$ cat src/hdl/piano_config.svh
// Piano tone generator constants
// sync pattern, DAC frame timing and envelope shape
`ifndef PIANO_CONFIG_SVH
`define PIANO_CONFIG_SVH

// host link
`define SYNC_WORD 32'h0000FFFF
`define FRAME_BITS 32

// DAC frame, in clk cycles
`define DAC_BIT_CYCLES 8	// keep even, dclk toggles at half bit
`define DAC_LOAD_CYCLES 4
`define DAC_LDAC_CYCLES 4
`define DAC_IDLE_CYCLES 4

// envelope
`define ENV_TICK_CYCLES 16
`define ENV_ATTACK_STEP 4
`define ENV_SUSTAIN_TICKS 64
`define GAIN_UNITY 128	// gain is in 1/128 units

`endif
$ cat src/hdl/piano_pkg.sv
// Piano tone generator shared types
// note frame layout and envelope phase encoding
package piano_pkg;

	localparam int NUM_VOICES = 3;

	typedef logic [7:0] sample_t;	// note, level and DAC sample
	typedef logic [7:0] gain_t;	// 0 to 128
	typedef logic [1:0] voice_count_t;

	typedef enum logic [1:0]
	{
		idle,
		attack,
		sustain,
		decay
	} env_phase_t;

	// 32-bit host frame, note1 in the low byte
	typedef struct packed
	{
		logic [5:0] rsvd;
		voice_count_t count;
		sample_t note3;
		sample_t note2;
		sample_t note1;
	} note_fields_t;

	typedef union packed
	{
		logic [31:0] raw;	// checked against the sync word
		note_fields_t fields;
	} note_frame_u;

endpackage

$ cat src/hdl/note_bus_if.sv
// Decoded note frame bus
// receiver strobes a new frame, voices and mixer hold it until the next one
`timescale 1ns/1ps

interface note_bus_if;
	import piano_pkg::*;

	logic frame_strobe;	// single cycle
	sample_t notes [NUM_VOICES];
	voice_count_t voice_count;

	modport source
	(
		output frame_strobe,
		output notes,
		output voice_count
	);

	modport sink
	(
		input frame_strobe,
		input notes,
		input voice_count
	);

endinterface

$ cat src/hdl/piano_top.sv
// Three-voice keyboard tone generator
// serial note frames in, enveloped and mixed samples out to a serial DAC
`timescale 1ns/1ps

module piano_top
(
	input logic clk,
	input logic reset,
	input logic sck,
	input logic sdi,
	output logic dclk,
	output logic data,
	output logic load,
	output logic ldac
);
	import piano_pkg::*;

	logic env_tick;
	sample_t levels [NUM_VOICES];
	sample_t sample;

	note_bus_if note_bus ();

	spi_note_receiver receiver_inst
	(
		.clk(clk),
		.reset(reset),
		.sck(sck),
		.sdi(sdi),
		.bus(note_bus)
	);

	// one envelope per voice
	for (genvar v = 0; v < NUM_VOICES; v++)
	begin : g_voice
		envelope_unit #(.voice(v)) envelope_inst
		(
			.clk(clk),
			.reset(reset),
			.bus(note_bus),
			.env_tick(env_tick),
			.level(levels[v])
		);
	end

	voice_mixer mixer_inst
	(
		.bus(note_bus),
		.levels(levels),
		.sample(sample)
	);

	dac_frame_control dac_inst
	(
		.clk(clk),
		.reset(reset),
		.sample(sample),
		.env_tick(env_tick),
		.dclk(dclk),
		.data(data),
		.load(load),
		.ldac(ldac)
	);

endmodule

$ cat src/hdl/dac_frame_control.sv
// DAC frame sequencer
// shifts each sample out MSB first on data/dclk, then strobes load and
// ldac low; also paces the envelope ticks
`timescale 1ns/1ps
`include "piano_config.svh"

module dac_frame_control
(
	input logic clk,
	input logic reset,
	input piano_pkg::sample_t sample,
	output logic env_tick,
	output logic dclk,
	output logic data,
	output logic load,
	output logic ldac
);
	import piano_pkg::*;

	localparam int serial_cycles = 8 * `DAC_BIT_CYCLES;
	localparam int load_end = serial_cycles + `DAC_LOAD_CYCLES;
	localparam int ldac_end = load_end + `DAC_LDAC_CYCLES;
	localparam int frame_cycles = ldac_end + `DAC_IDLE_CYCLES;
	localparam int cnt_w = $clog2(frame_cycles);
	localparam int bit_w = $clog2(`DAC_BIT_CYCLES);
	localparam int tick_w = $clog2(`ENV_TICK_CYCLES);

	logic [cnt_w-1:0] cnt;
	logic [bit_w-1:0] bit_cyc;	// position inside one serial bit
	logic serial;
	logic half_high;
	sample_t shift_reg;
	logic [tick_w-1:0] tick_cnt;

	assign serial = cnt < cnt_w'(serial_cycles);
	assign half_high = bit_cyc >= bit_w'(`DAC_BIT_CYCLES / 2);

	always_ff @(posedge clk)
	begin
		if (reset)
		begin
			cnt <= '0;
			bit_cyc <= '0;
			dclk <= 1'b0;
			data <= 1'b0;
			load <= 1'b1;
			ldac <= 1'b1;
		end
		else
		begin
			if (cnt == cnt_w'(frame_cycles - 1))
				cnt <= '0;
			else
				cnt <= cnt + 1'b1;

			if (serial && bit_cyc != bit_w'(`DAC_BIT_CYCLES - 1))
				bit_cyc <= bit_cyc + 1'b1;
			else
				bit_cyc <= '0;

			dclk <= serial && half_high;
			load <= !(cnt >= cnt_w'(serial_cycles) && cnt < cnt_w'(load_end));
			ldac <= !(cnt >= cnt_w'(load_end) && cnt < cnt_w'(ldac_end));

			if (cnt == '0)
				data <= sample[7];	// first bit straight from the capture
			else if (serial && bit_cyc == '0)
				data <= shift_reg[7];
			else if (!serial)
				data <= 1'b0;
		end
	end

	always_ff @(posedge clk)
	begin
		if (cnt == '0)
			shift_reg <= {sample[6:0], 1'b0};
		else if (serial && bit_cyc == '0)
			shift_reg <= {shift_reg[6:0], 1'b0};
	end

	// envelope step timer
	always_ff @(posedge clk)
	begin
		if (reset)
		begin
			tick_cnt <= '0;
			env_tick <= 1'b0;
		end
		else
		begin
			env_tick <= tick_cnt == tick_w'(`ENV_TICK_CYCLES - 1);
			if (tick_cnt == tick_w'(`ENV_TICK_CYCLES - 1))
				tick_cnt <= '0;
			else
				tick_cnt <= tick_cnt + 1'b1;
		end
	end

	load_ldac_apart: assert property (@(posedge clk) disable iff (reset)
		!(!load && !ldac));

endmodule

$ cat src/hdl/voice_mixer.sv
// Voice mixer
// sums the voice levels and scales the sum down by the voice count
`timescale 1ns/1ps

module voice_mixer
(
	note_bus_if.sink bus,
	input piano_pkg::sample_t levels [piano_pkg::NUM_VOICES],
	output piano_pkg::sample_t sample
);
	import piano_pkg::*;

	logic [9:0] sum;
	logic [9:0] third;

	always_comb
	begin
		sum = '0;
		for (int i = 0; i < NUM_VOICES; i++)
			sum = sum + 10'(levels[i]);
	end

	// close to sum / 3
	assign third = (sum >> 2) + (sum >> 4) + (sum >> 6) + (sum >> 8);

	always_comb
	begin
		case (bus.voice_count)
			2'd1: sample = sum[7:0];
			2'd2: sample = sum[8:1];
			2'd3: sample = third[7:0];
			default: sample = '0;	// nothing playing
		endcase
	end

endmodule

$ cat src/hdl/envelope_unit.sv
// Voice envelope
// attack / sustain / decay gain stepped by env_tick, retriggered by each
// new frame; level is the latched note scaled by the gain
`timescale 1ns/1ps
`include "piano_config.svh"

module envelope_unit
#(
	parameter int voice = 0
)
(
	input logic clk,
	input logic reset,
	note_bus_if.sink bus,
	input logic env_tick,
	output piano_pkg::sample_t level
);
	import piano_pkg::*;

	localparam int sus_w = $clog2(`ENV_SUSTAIN_TICKS);

	env_phase_t phase;
	gain_t gain;
	logic [sus_w-1:0] sus_cnt;
	sample_t note;
	logic [8:0] attack_sum;
	logic [15:0] product;

	assign attack_sum = {1'b0, gain} + 9'(`ENV_ATTACK_STEP);
	assign product = note * gain;

	always_ff @(posedge clk)
	begin
		if (reset)
		begin
			phase <= idle;
			gain <= '0;
			sus_cnt <= '0;
			note <= '0;
			level <= '0;
		end
		else
		begin
			level <= product[14:7];	// divide by 128
			if (bus.frame_strobe)
			begin
				note <= bus.notes[voice];
				phase <= attack;
				gain <= '0;
				sus_cnt <= '0;
			end
			else if (env_tick)
			begin
				case (phase)
					attack:
					begin
						if (attack_sum >= 9'(`GAIN_UNITY))
						begin
							gain <= gain_t'(`GAIN_UNITY);	// clamp at full scale
							phase <= sustain;
						end
						else
							gain <= attack_sum[7:0];
					end
					sustain:
					begin
						if (sus_cnt == sus_w'(`ENV_SUSTAIN_TICKS - 1))
							phase <= decay;
						else
							sus_cnt <= sus_cnt + 1'b1;
					end
					decay:
					begin
						gain <= gain - 8'd1;
						if (gain == 8'd1)
							phase <= idle;	// silent until the next frame
					end
					default:
						gain <= '0;
				endcase
			end
		end
	end

	gain_in_range: assert property (@(posedge clk) disable iff (reset)
		gain <= gain_t'(`GAIN_UNITY));

endmodule

$ cat src/hdl/spi_note_receiver.sv
// Serial note receiver
// samples sck/sdi in the clk domain, locks on the sync word and
// decodes every following 32 bits as one note frame
`timescale 1ns/1ps
`include "piano_config.svh"

module spi_note_receiver
(
	input logic clk,
	input logic reset,
	input logic sck,
	input logic sdi,
	note_bus_if.source bus
);
	import piano_pkg::*;

	logic [1:0] sck_sync;
	logic [1:0] sdi_sync;
	logic sck_prev;
	logic take_bit;
	logic locked;
	logic [4:0] bit_cnt;
	note_frame_u shift_reg;
	note_frame_u shift_next;

	// word as it will be once the current bit is in
	always_comb
	begin
		shift_next.raw = {shift_reg.raw[30:0], sdi_sync[1]};
	end

	always_ff @(posedge clk)
	begin
		if (reset)
		begin
			sck_sync <= '0;
			sdi_sync <= '0;
			sck_prev <= 1'b0;
			take_bit <= 1'b0;
		end
		else
		begin
			sck_sync <= {sck_sync[0], sck};
			sdi_sync <= {sdi_sync[0], sdi};
			sck_prev <= sck_sync[1];
			take_bit <= sck_sync[1] & ~sck_prev;	// one cycle after the rising edge
		end
	end

	always_ff @(posedge clk)
	begin
		if (take_bit)
			shift_reg <= shift_next;
	end

	always_ff @(posedge clk)
	begin
		if (reset)
		begin
			locked <= 1'b0;
			bit_cnt <= '0;
			bus.frame_strobe <= 1'b0;
			bus.notes <= '{default: '0};
			bus.voice_count <= '0;
		end
		else
		begin
			bus.frame_strobe <= 1'b0;
			if (take_bit)
			begin
				if (!locked)
				begin
					if (shift_next.raw == `SYNC_WORD)
						locked <= 1'b1;	// bit count starts from here
				end
				else
				begin
					bit_cnt <= bit_cnt + 5'd1;
					if (bit_cnt == 5'(`FRAME_BITS - 1))
					begin
						bus.frame_strobe <= 1'b1;
						bus.notes[0] <= shift_next.fields.note1;
						bus.notes[1] <= shift_next.fields.note2;
						bus.notes[2] <= shift_next.fields.note3;
						bus.voice_count <= shift_next.fields.count;
					end
				end
			end
		end
	end

	strobe_needs_lock: assert property (@(posedge clk) disable iff (reset)
		bus.frame_strobe |-> locked);

endmodule

$ cat config.mk
export PLATFORM = sky130hd
export DESIGN_NAME = piano_top
export DESIGN_NICKNAME = d
export VERILOG_FILES = /design/src/hdl/piano_pkg.sv /design/src/hdl/note_bus_if.sv /design/src/hdl/piano_top.sv /design/src/hdl/dac_frame_control.sv /design/src/hdl/voice_mixer.sv /design/src/hdl/envelope_unit.sv /design/src/hdl/spi_note_receiver.sv
export VERILOG_INCLUDE_DIRS = /design/src /design/src/hdl
export SDC_FILE = /design/constraint.sdc
export NUM_CORES = 1
export LEC_CHECK = 0
export ABC_AREA = 1
export BUFFER_PORTS_ARGS = -buffer_cell sky130_fd_sc_hd__buf_2
export CORE_ASPECT_RATIO = 0.75
export CORE_MARGIN = 2
export CORE_UTILIZATION = 62
export CTS_BUF_LIST = sky130_fd_sc_hd__clkbuf_8
export DETAILED_ROUTE_END_ITERATION = 10
export GPL_ROUTABILITY_DRIVEN = 0
export PLACE_DENSITY_LB_ADDON = 0.15
export SETUP_SLACK_MARGIN = 0.15
export SYNTH_ARGS = -nofsm -noshare
export SYNTH_HDL_FRONTEND = slang
export SYNTH_SLANG_ARGS = --single-unit
$ cat constraint.sdc
create_clock -name clk -period 9.3 [get_ports clk]
set_clock_uncertainty 0.2 [all_clocks]
set_input_delay 0.465 -clock clk [delete_from_list [all_inputs] [get_ports clk]]
set_output_delay 0.465 -clock clk [all_outputs]
set_load 0.1 [all_outputs]
Word-level counts from Yosys, hierarchy flattened
Cells that the tools add are included.

storage, ports and cells
  flip-flop bits (word level) = 192
  output and inout port bits = 4
  logic and storage cells = 191

cells by class
  $add $sub $neg = 18
  multipliers = 3
  $lt $le $gt $ge = 9
  equality and inequality tests = 42
  muxes and demuxes = 33
  bitwise operators = 11
  reduce and logical (&&, ||, !) cells = 36

operators by type and width
  kind                  count
  $pmux 8 s3            4
  $mul 8x8->15          3
  $mux 8                5
  $eq 32x16->1 const B  1
  $reduce_and 5->1      6
  $add 8x3->9 const B   3
  $ge 9x8->1 const B    3
  $ne 3x2->1 const B    9
  $eq 8x1->1 const B    3
  $sub 8x1->8 const B   3
  $lt 7x7->1 const B    3
  $add 6x1->6 const B   3
  $eq 6x6->1 const B    3
  $mux 2                9
  $ne 2x1->1 const B    9
  $pmux 2 s3            3
  $eq 2x2->1 const B    8
  $ge 7x7->1 const B    2
  $mux 1                12
  $reduce_and 3->1      4
  $reduce_bool 4->1     3
  $add 10x8->10         1
  $not 1->1             10
  $add 8x8->9           1
  other kinds (23)      41

Depth between registers and ports, before layout
Gate-level depths: netlist of the first run.

  depth in word-level cells = 7
  depth in mapped cells = 34
  mapped depth without buffers = 34

Hierarchy
A second synthesis of the first run with hierarchy kept.

second synthesis, totals
  cells, all modules = 2166
  area total of the unflattened synthesis = 16191.8 um^2

modules (own cells, without submodules)
  module                                     times used  cells an instance  area an instance (um^2)
  envelope_unit at g_voice[1].envelope_inst  1           536                3771.1
  envelope_unit at g_voice[0].envelope_inst  1           545                3747.3
  envelope_unit at g_voice[2].envelope_inst  1           546                3743.6
  spi_note_receiver                          1           232                2521.2
  voice_mixer                                1           183                1271.2
  dac_frame_control                          1           124                1137.3

Least setup slack after synthesis of the first run
Ideal clock, no wire load.

  path type = register -> register
  start = reg g_voice[0].envelope_inst.level[0]
  end = reg dac_inst.shift_reg[6], data pin
  arrival = 4.232 ns
  required time = 8.847 ns
  path slack = 4.615 ns
  cell stages (with the launch flop) = 24
  path buffers = 0
  period minus slack after synthesis = 4.685 ns
  cells stage by stage = dfxtp_1 -> ha_1 -> inv_1 -> fa_1 -> inv_1 -> nand2_1 -> nand2_1 -> and2_1 -> xor2_1 -> ha_1 -> a21oi_1 -> nand3_2 -> xor2_2 -> ha_1 -> xnor2_1 -> fa_1 -> ha_1 -> fa_1 -> a31oi_1 -> nand2_1 -> nand3_1 -> nand3_1 -> nand2_1 -> nand2_1

between the ends
  word-level cells in the longest chain between the ends = 7

ends and longest elaborated chain
  element                 line                     source
  start, declared         envelope_unit.sv:16      output piano_pkg::sample_t level
  start signal, assigned  envelope_unit.sv:44      level <= product[14:7];
  $add 8x8->9 (*)         voice_mixer.sv:20        sum = sum + 10'(levels[i]);
  $add 10x8->10 (*)       voice_mixer.sv:20
  $add 8x6->8             voice_mixer.sv:24        assign third = (sum >> 2) + (sum >> 4) + (sum >> 6) + (sum >> 8);
  $add 8x4->8             voice_mixer.sv:24
  $add 8x2->8             voice_mixer.sv:24
  $pmux 8 s3 (*)          voice_mixer.sv:28        case (bus.voice_count)
  $mux 8 (*)              dac_frame_control.sv:76  if (cnt == '0)
  end signal, assigned    dac_frame_control.sv:77  shift_reg <= {sample[6:0], 1'b0};
  end signal, assigned    dac_frame_control.sv:79  shift_reg <= {shift_reg[6:0], 1'b0};
  end, declared           dac_frame_control.sv:32  sample_t shift_reg;

Mark *: on every way between the ends. The rest lies on a longest branch, timed or not.
A chain may end at the register's enable or synchronous reset.

Worst setup path in the final report of the first run
  start = reg g_voice[0].envelope_inst.level[0]
  end = reg dac_inst.data

between the ends
  word-level cells in the longest chain between the ends = 7

ends and longest elaborated chain
  element               line                     source
  $add 8x8->9 (*)       voice_mixer.sv:20
  $add 10x8->10 (*)     voice_mixer.sv:20
  $add 8x6->8           voice_mixer.sv:24
  $add 8x4->8           voice_mixer.sv:24
  $add 8x2->8           voice_mixer.sv:24
  $pmux 8 s3 (*)        voice_mixer.sv:28
  $mux 1 (*)            dac_frame_control.sv:65  if (cnt == '0)
  end signal, assigned  dac_frame_control.sv:66  data <= sample[7];
  end signal, assigned  dac_frame_control.sv:68  data <= shift_reg[7];
  end, declared         dac_frame_control.sv:14  output logic data,

Marked as above.

==> results of run 1 <==
[synthesized netlist by cell type (5+ instances only)]
library cell,n,area [um2]
nand4_1,22,137.6
o22ai_1,9,56.30
nand2_2,7,43.79
xnor2_1,16,140.1
edfxtp_1,38,1141
xor2_1,19,166.4
nor2_2,8,50.05
a211oi_1,5,37.54
clkbuf_1,56,210.2
o21ai_1,7,35.03
buf_4,8,60.06
dfxtp_1,154,3083
ha_1,153,1914
inv_1,414,1554
nand2_1,422,1584
o21ai_0,114,570.6
o211ai_1,5,37.54
o21a_1,7,52.55
nor3_1,19,95.09
a21o_1,5,37.54
buf_2,7,35.03
nor2_1,103,386.6
fa_1,108,2162
nand3_1,71,355.3
nand3b_1,5,37.54
a21oi_1,169,845.8
[report_power, final]
group          internal (mW)  switching, mW
clock network          0.227          0.342
logic                 0.0128         0.0343
registers              0.862        0.00720
total                   1.10          0.384
[worst max-delay path, stage by stage (launching register included)]
cell	delay [ns]
dfxtp_1	0.33
ha_1	0.18
inv_1	0.06
fa_1	0.40
inv_1	0.07
nand2_1	0.05
nand2_1	0.07
and2_1	0.15
xor2_1	0.22
ha_1	0.31
a21oi_1	0.26
nand3_2	0.17
xor2_2	0.28
ha_1	0.32
xnor2_1	0.22
fa_1	0.47
ha_1	0.25
fa_1	0.43
nand2_1	0.11
nand3_1	0.07
nand2_1	0.08
nand2_1	0.07
inv_1	0.06
nand3_1	0.07
nand3_1	0.09
nand2_1	0.05
nand2_1	0.05
a21oi_1	0.06
[layout make-up]
cell class                      instances  area [um2]
Clock buffer                           17       234.0
Clock inverter                         15       175.2
Fill cell                            2082        8187
Inverter                              420        1577
Multi-Input combinational cell       1324        9238
Sequential cell                       192        4224
Tap cell                              331       414.1
Timing Repair Buffer                   16       107.6
[worst paths after layout]
path / slack [ns] / end
setup reg to reg: 4.07 / dac_inst.data$_SDFFE_PP0P_
setup / recovery: 4.07 / dac_inst.data$_SDFFE_PP0P_
hold reg to reg: 0.20 / receiver_inst.sdi_sync[1]$_SDFF_PP0_
hold / removal: 0.20 / receiver_inst.sdi_sync[1]$_SDFF_PP0_
[metal layers]
| layer | track usage | part of all wire | vias up |
|---|---|---|---|
| met4 | 0.04724 | 0.0099 | 0 |
| met1 | 0.3989 | 0.49 | 5794 |
| li1 | - | - | 6233 |
| met5 | 0 | 0 | - |
| met2 | 0.4099 | 0.44 | 363 |
| met3 | 0.04862 | 0.067 | 28 |
[what timing repair did]
item,4_1_cts,5_1_grt
hold buffers,2,0
resized for setup,0,0
hold endpoints to repair,2,0
[logic make-up after synthesis]
logic type      after synthesis
flops                       192
xor+xnor                     36
buf+inv                     497
fa+ha+maj                   261
compound gates              341
simple gates                686
==> results.toml, run 1 <==
[synth]
synth_simple_gate_area_frac = 0.1946
async_flop_share = 0
synthesis.nets = 2278
netlist_area_um2 = 15380
synth_cells = 2013
synth_top_family_by_area = "adder cells"
synthesis.area_per_instance_um2 = 7.642
synthXorXnorAreaFrac = 0.02098
yosysWarningCount = 0
synthAdderAreaFrac = 0.2650
ys_seq_area_frac = 0.2746
ys_seq_elements = 192
ys_dominant_reg_cell = "dfxtp_1"
post_synth_num_cell_types = 54
synth_edf_count = 38
synth.mux.area_fraction = 0
compound_gate_fraction_of_synth_area = 0.1200

[layout]
largest_register_ff_count = 31
num_antenna_cells = 0
stdcell_count = 2315
nNetsFinal = 2236
syn2layout_area_growth_pct = 3.807
final_common_cell = "nand2_1"
final_cell_mix = "nand2_1 (422), inv_1 (415), a21oi_1 (169)"
final_layout_size_suffix_gt1_frac = 0.04738
utilization = 0.6611
design_area_um2 = 15970

[cts]
cts.htree.levels = 4
cts-buffers-inserted = 17
clkLatencyLatePin_ns = 0.46
cts_max_path_buffers = 2
clk_pin_slew_ns = 0.11
post_cts_buffers = 0
tritoncts = "yes"
cts-root-buf = "clkbuf_8"
clock-sinks = 192

[placement]
place_ws_ns = 4.154
place.detailed.instances = 2281
postPlaceCellArea_um2 = 15540
place.port_buffers = 7
dp.final_hpwl_um = 25270

[timing]
max_clock_freq_mhz = 191.3
worst_pin_slew_ns = 1.099
slew_headroom = 0.2596
tns_ns = 0
pins_over_their_slew_limit = 0
hold_violations = 0
final.setup.worst_slack_ns = 4.071
rsz0062_at_grt = "no"
period_needed_ns = 5.229
post-route-period-util = 0.5622
finalSetupViolations = 0
final.hold.worst_slack_ns = 0.2031

[floorplan]
rows = 49
die_w_um = 185.9
chipHeight_um = 140.4
boundaryPins = 8
die-area_um2 = 26100
initial_standard_cell_utilization_of_the_core = 0.6368
core_area_um2 = 24160

[worst_setup_path]
reg2regPathDepth = 27
critical_path_class = "reg2reg"
startpoint_type = "register"
worst-endpoint-arrival_ns = 5.40
worst-endpoint-required_ns = 9.47
r2r_start = "g_voice[0].envelope_inst.level[0]$_SDFF_PP0_"
startpoint = "g_voice[0].envelope_inst.level[0]$_SDFF_PP0_"
crit_path_end_kind = "register"
critical_path.max_fanout = 5

[status]
outcome = "finished clean"

[power_and_ir_drop]
power_density_nw_per_um2 = 93.01
total_power_mw = 1.485
peak_supply_drop_mv = 0.1000
p_leak_nw = 8.292

[run]
drv_cap = 0

[grt]
global_route_usage_over_all_layers = 0.2673
antenna_violations_before_repair = 0
largest_net_degree_at_the_start_of_global_routing = 73
global_route_wire_length_before_repair_um = 56420
first_global_vias = 11800
globalRoute.totalOverflow = 0

[drt]
vias_post_dr = 12420
drc = 0
detailedRoute.firstIterationViolations = 1108
dr.pass1.iters = 6
wire_per_inst_um = 14.14
route.detailed.vias_per_inst = 5.364
drt_wl_total_um = 32740
antenna_left = 0

[worst_hold_path]
worstHoldStart = "receiver_inst.sdi_sync[0]$_SDFF_PP0_"
min_path_cells = 2
hold_path.class = "reg2reg"
No activity file was read; power rests on OpenSTA's default activity.
==> run 2, diff against run 1 <==
CORE_UTILIZATION = 60   (was 62)
clock period = 4.5 ns   (was 9.3 ns; I/O delays follow)
==> results.toml, run 2 (synthesis gave the netlist of run 1 again) <==
[power_and_ir_drop]
peak_supply_drop_mv = 0.2386
p_leak_nw = 8.752
total_power_mw = 3.027
power_density_nw_per_um2 = 175.7

[drt]
detailedRoute.firstIterationViolations = 1031
drt_wl_total_um = 34630
route.detailed.vias_per_inst = 5.286
dr.pass1.iters = 6
antenna_left = 0
vias_post_dr = 12740
wire_per_inst_um = 14.37
drc = 0

[worst_setup_path]
worst-endpoint-required_ns = 4.72
slowest_stage = "fa_1"
critical_path.max_fanout = 4
critical_path.most_common_cell = "nand2_1"
r2r_start = "g_voice[1].envelope_inst.level[0]$_SDFF_PP0_"
crit_path_end_kind = "register"
critical-path-top-delay-family = "adder cells"
max_stage_delay_ns = 0.44
worst-endpoint-arrival_ns = 4.91
critical_path_class = "reg2reg"
startpoint_type = "register"
startpoint = "g_voice[1].envelope_inst.level[0]$_SDFF_PP0_"
worstPathBufferInverterCount = 3
worst-r2r-setup-slack_ns = -0.20

[layout]
final_common_cell = "inv_1"
syn2layout_area_growth_pct = 12.00
final_cell_mix = "inv_1 (409), nand2_1 (407), a21oi_1 (152)"
n_fill_cell = 2069
final_layout_size_suffix_gt1_frac = 0.1429
nNetsFinal = 2323
design_area_um2 = 17230
num_antenna_cells = 0
largest_register_ff_count = 31

[placement]
place.port_buffers = 7
postPlaceCellArea_um2 = 16120
dp.final_hpwl_um = 26300

[timing]
post-route-period-util = 1.044
max_clock_freq_mhz = 212.8
period_needed_ns = 4.699
worst_pin_slew_ns = 1.148
slew_headroom = 0.2268
finalSetupViolations = 5
final.setup.worst_slack_ns = -0.1987
pins_over_their_slew_limit = 0
rsz0062_at_grt = "yes"
hold_violations = 0

[floorplan]
die-area_um2 = 26950
initial_standard_cell_utilization_of_the_core = 0.6132
boundaryPins = 8
core_area_um2 = 25090
chipHeight_um = 142.7
die_w_um = 188.9
rows = 50

[grt]
largest_net_degree_at_the_start_of_global_routing = 48
global_route_wire_length_before_repair_um = 57180
antenna_violations_before_repair = 1
global_route_usage_over_all_layers = 0.2617
first_global_vias = 12070
globalRoute.totalOverflow = 0

[cts]
cts-root-buf = "clkbuf_8"
clk_pin_slew_ns = 0.11
cts.htree.levels = 4
cts-buffers-inserted = 17
clkLatencyLatePin_ns = 0.49
cts_max_path_buffers = 2
clock-sinks = 192
tritoncts = "yes"

[status]
outcome = "complete, but fails checks"
violations_in_the_final_reports = "negative setup slack"

[run]
drv_cap = 0

[worst_hold_path]
hold_path.class = "reg2reg"
worstHoldStart = "receiver_inst.sck_prev$_SDFF_PP0_"
## run 2: changes by cell type in the layout (fill, tap and decap cells not counted), sizes merged
| cell | change |
|---|---|
| buf | +84 |
| dlygate4sd3 | +3 |
## run 2: final timing paths
path         cells after the start                           endpoint
max                             26         dac_inst.data$_SDFFE_PP0P_
min                              1  receiver_inst.take_bit$_SDFF_PP0_
max reg2reg                     26         dac_inst.data$_SDFFE_PP0P_
min reg2reg                      1  receiver_inst.take_bit$_SDFF_PP0_
## run 2: report_power, final
| group | switching (mW) | internal [mW] | total (mW) |
|---|---|---|---|
| clock network | 0.678 | 0.457 | 1.13 |
| logic | 0.0735 | 0.0285 | 0.102 |
| registers | 0.0146 | 1.78 | 1.79 |
## run 2: what timing repair did
item / in CTS / in global routing
buffers inserted: 15 / 6
hold buffers: 5 / 0
endpoints found under the hold margin: 10 / 0
setup endpoints to repair: 13 / 29
resized for setup: 33 / 98
pin swaps: 15 / 44
## run 2: through the flow
step	utilization	hold slack (ns)	worst slack [ns]	setup TNS, ns	instances
after CTS	0.6702	0.1937	-0.1310	-0.5263	2403
final	0.6868	0.1920	-0.1987	-0.7702	2409
after floorplan	-	0.1320	0.02824	0	2013
after global routing	0.6868	0.2160	-0.4757	-2.152	2409
after global placement	0.6426	0.1748	-0.07413	-0.1563	2351
after detailed placement	0.6426	0.1788	-0.2254	-0.7163	2351
## run 2: metal layers
layer / share of wire / vias to the layer above / track usage
met5: 0.00026 / - / 0
met4: 0.012 / 2 / 0.06785
li1: - / 6402 / -
met2: 0.44 / 311 / 0.4087
met3: 0.052 / 34 / 0.03637
met1: 0.49 / 5986 / 0.3837
## run 2: final cells by class
class	count	area, um2	share of cell area
inverter	420	1577	0.09150
timing repair buffer	103	779.5	0.04524
multi-input combinational	1324	9783	0.5678
tap	338	422.9	0.02455
sequential	192	4279	0.2484
clock buffer	17	234.0	0.01358
clock inverter	15	153.9	0.008932
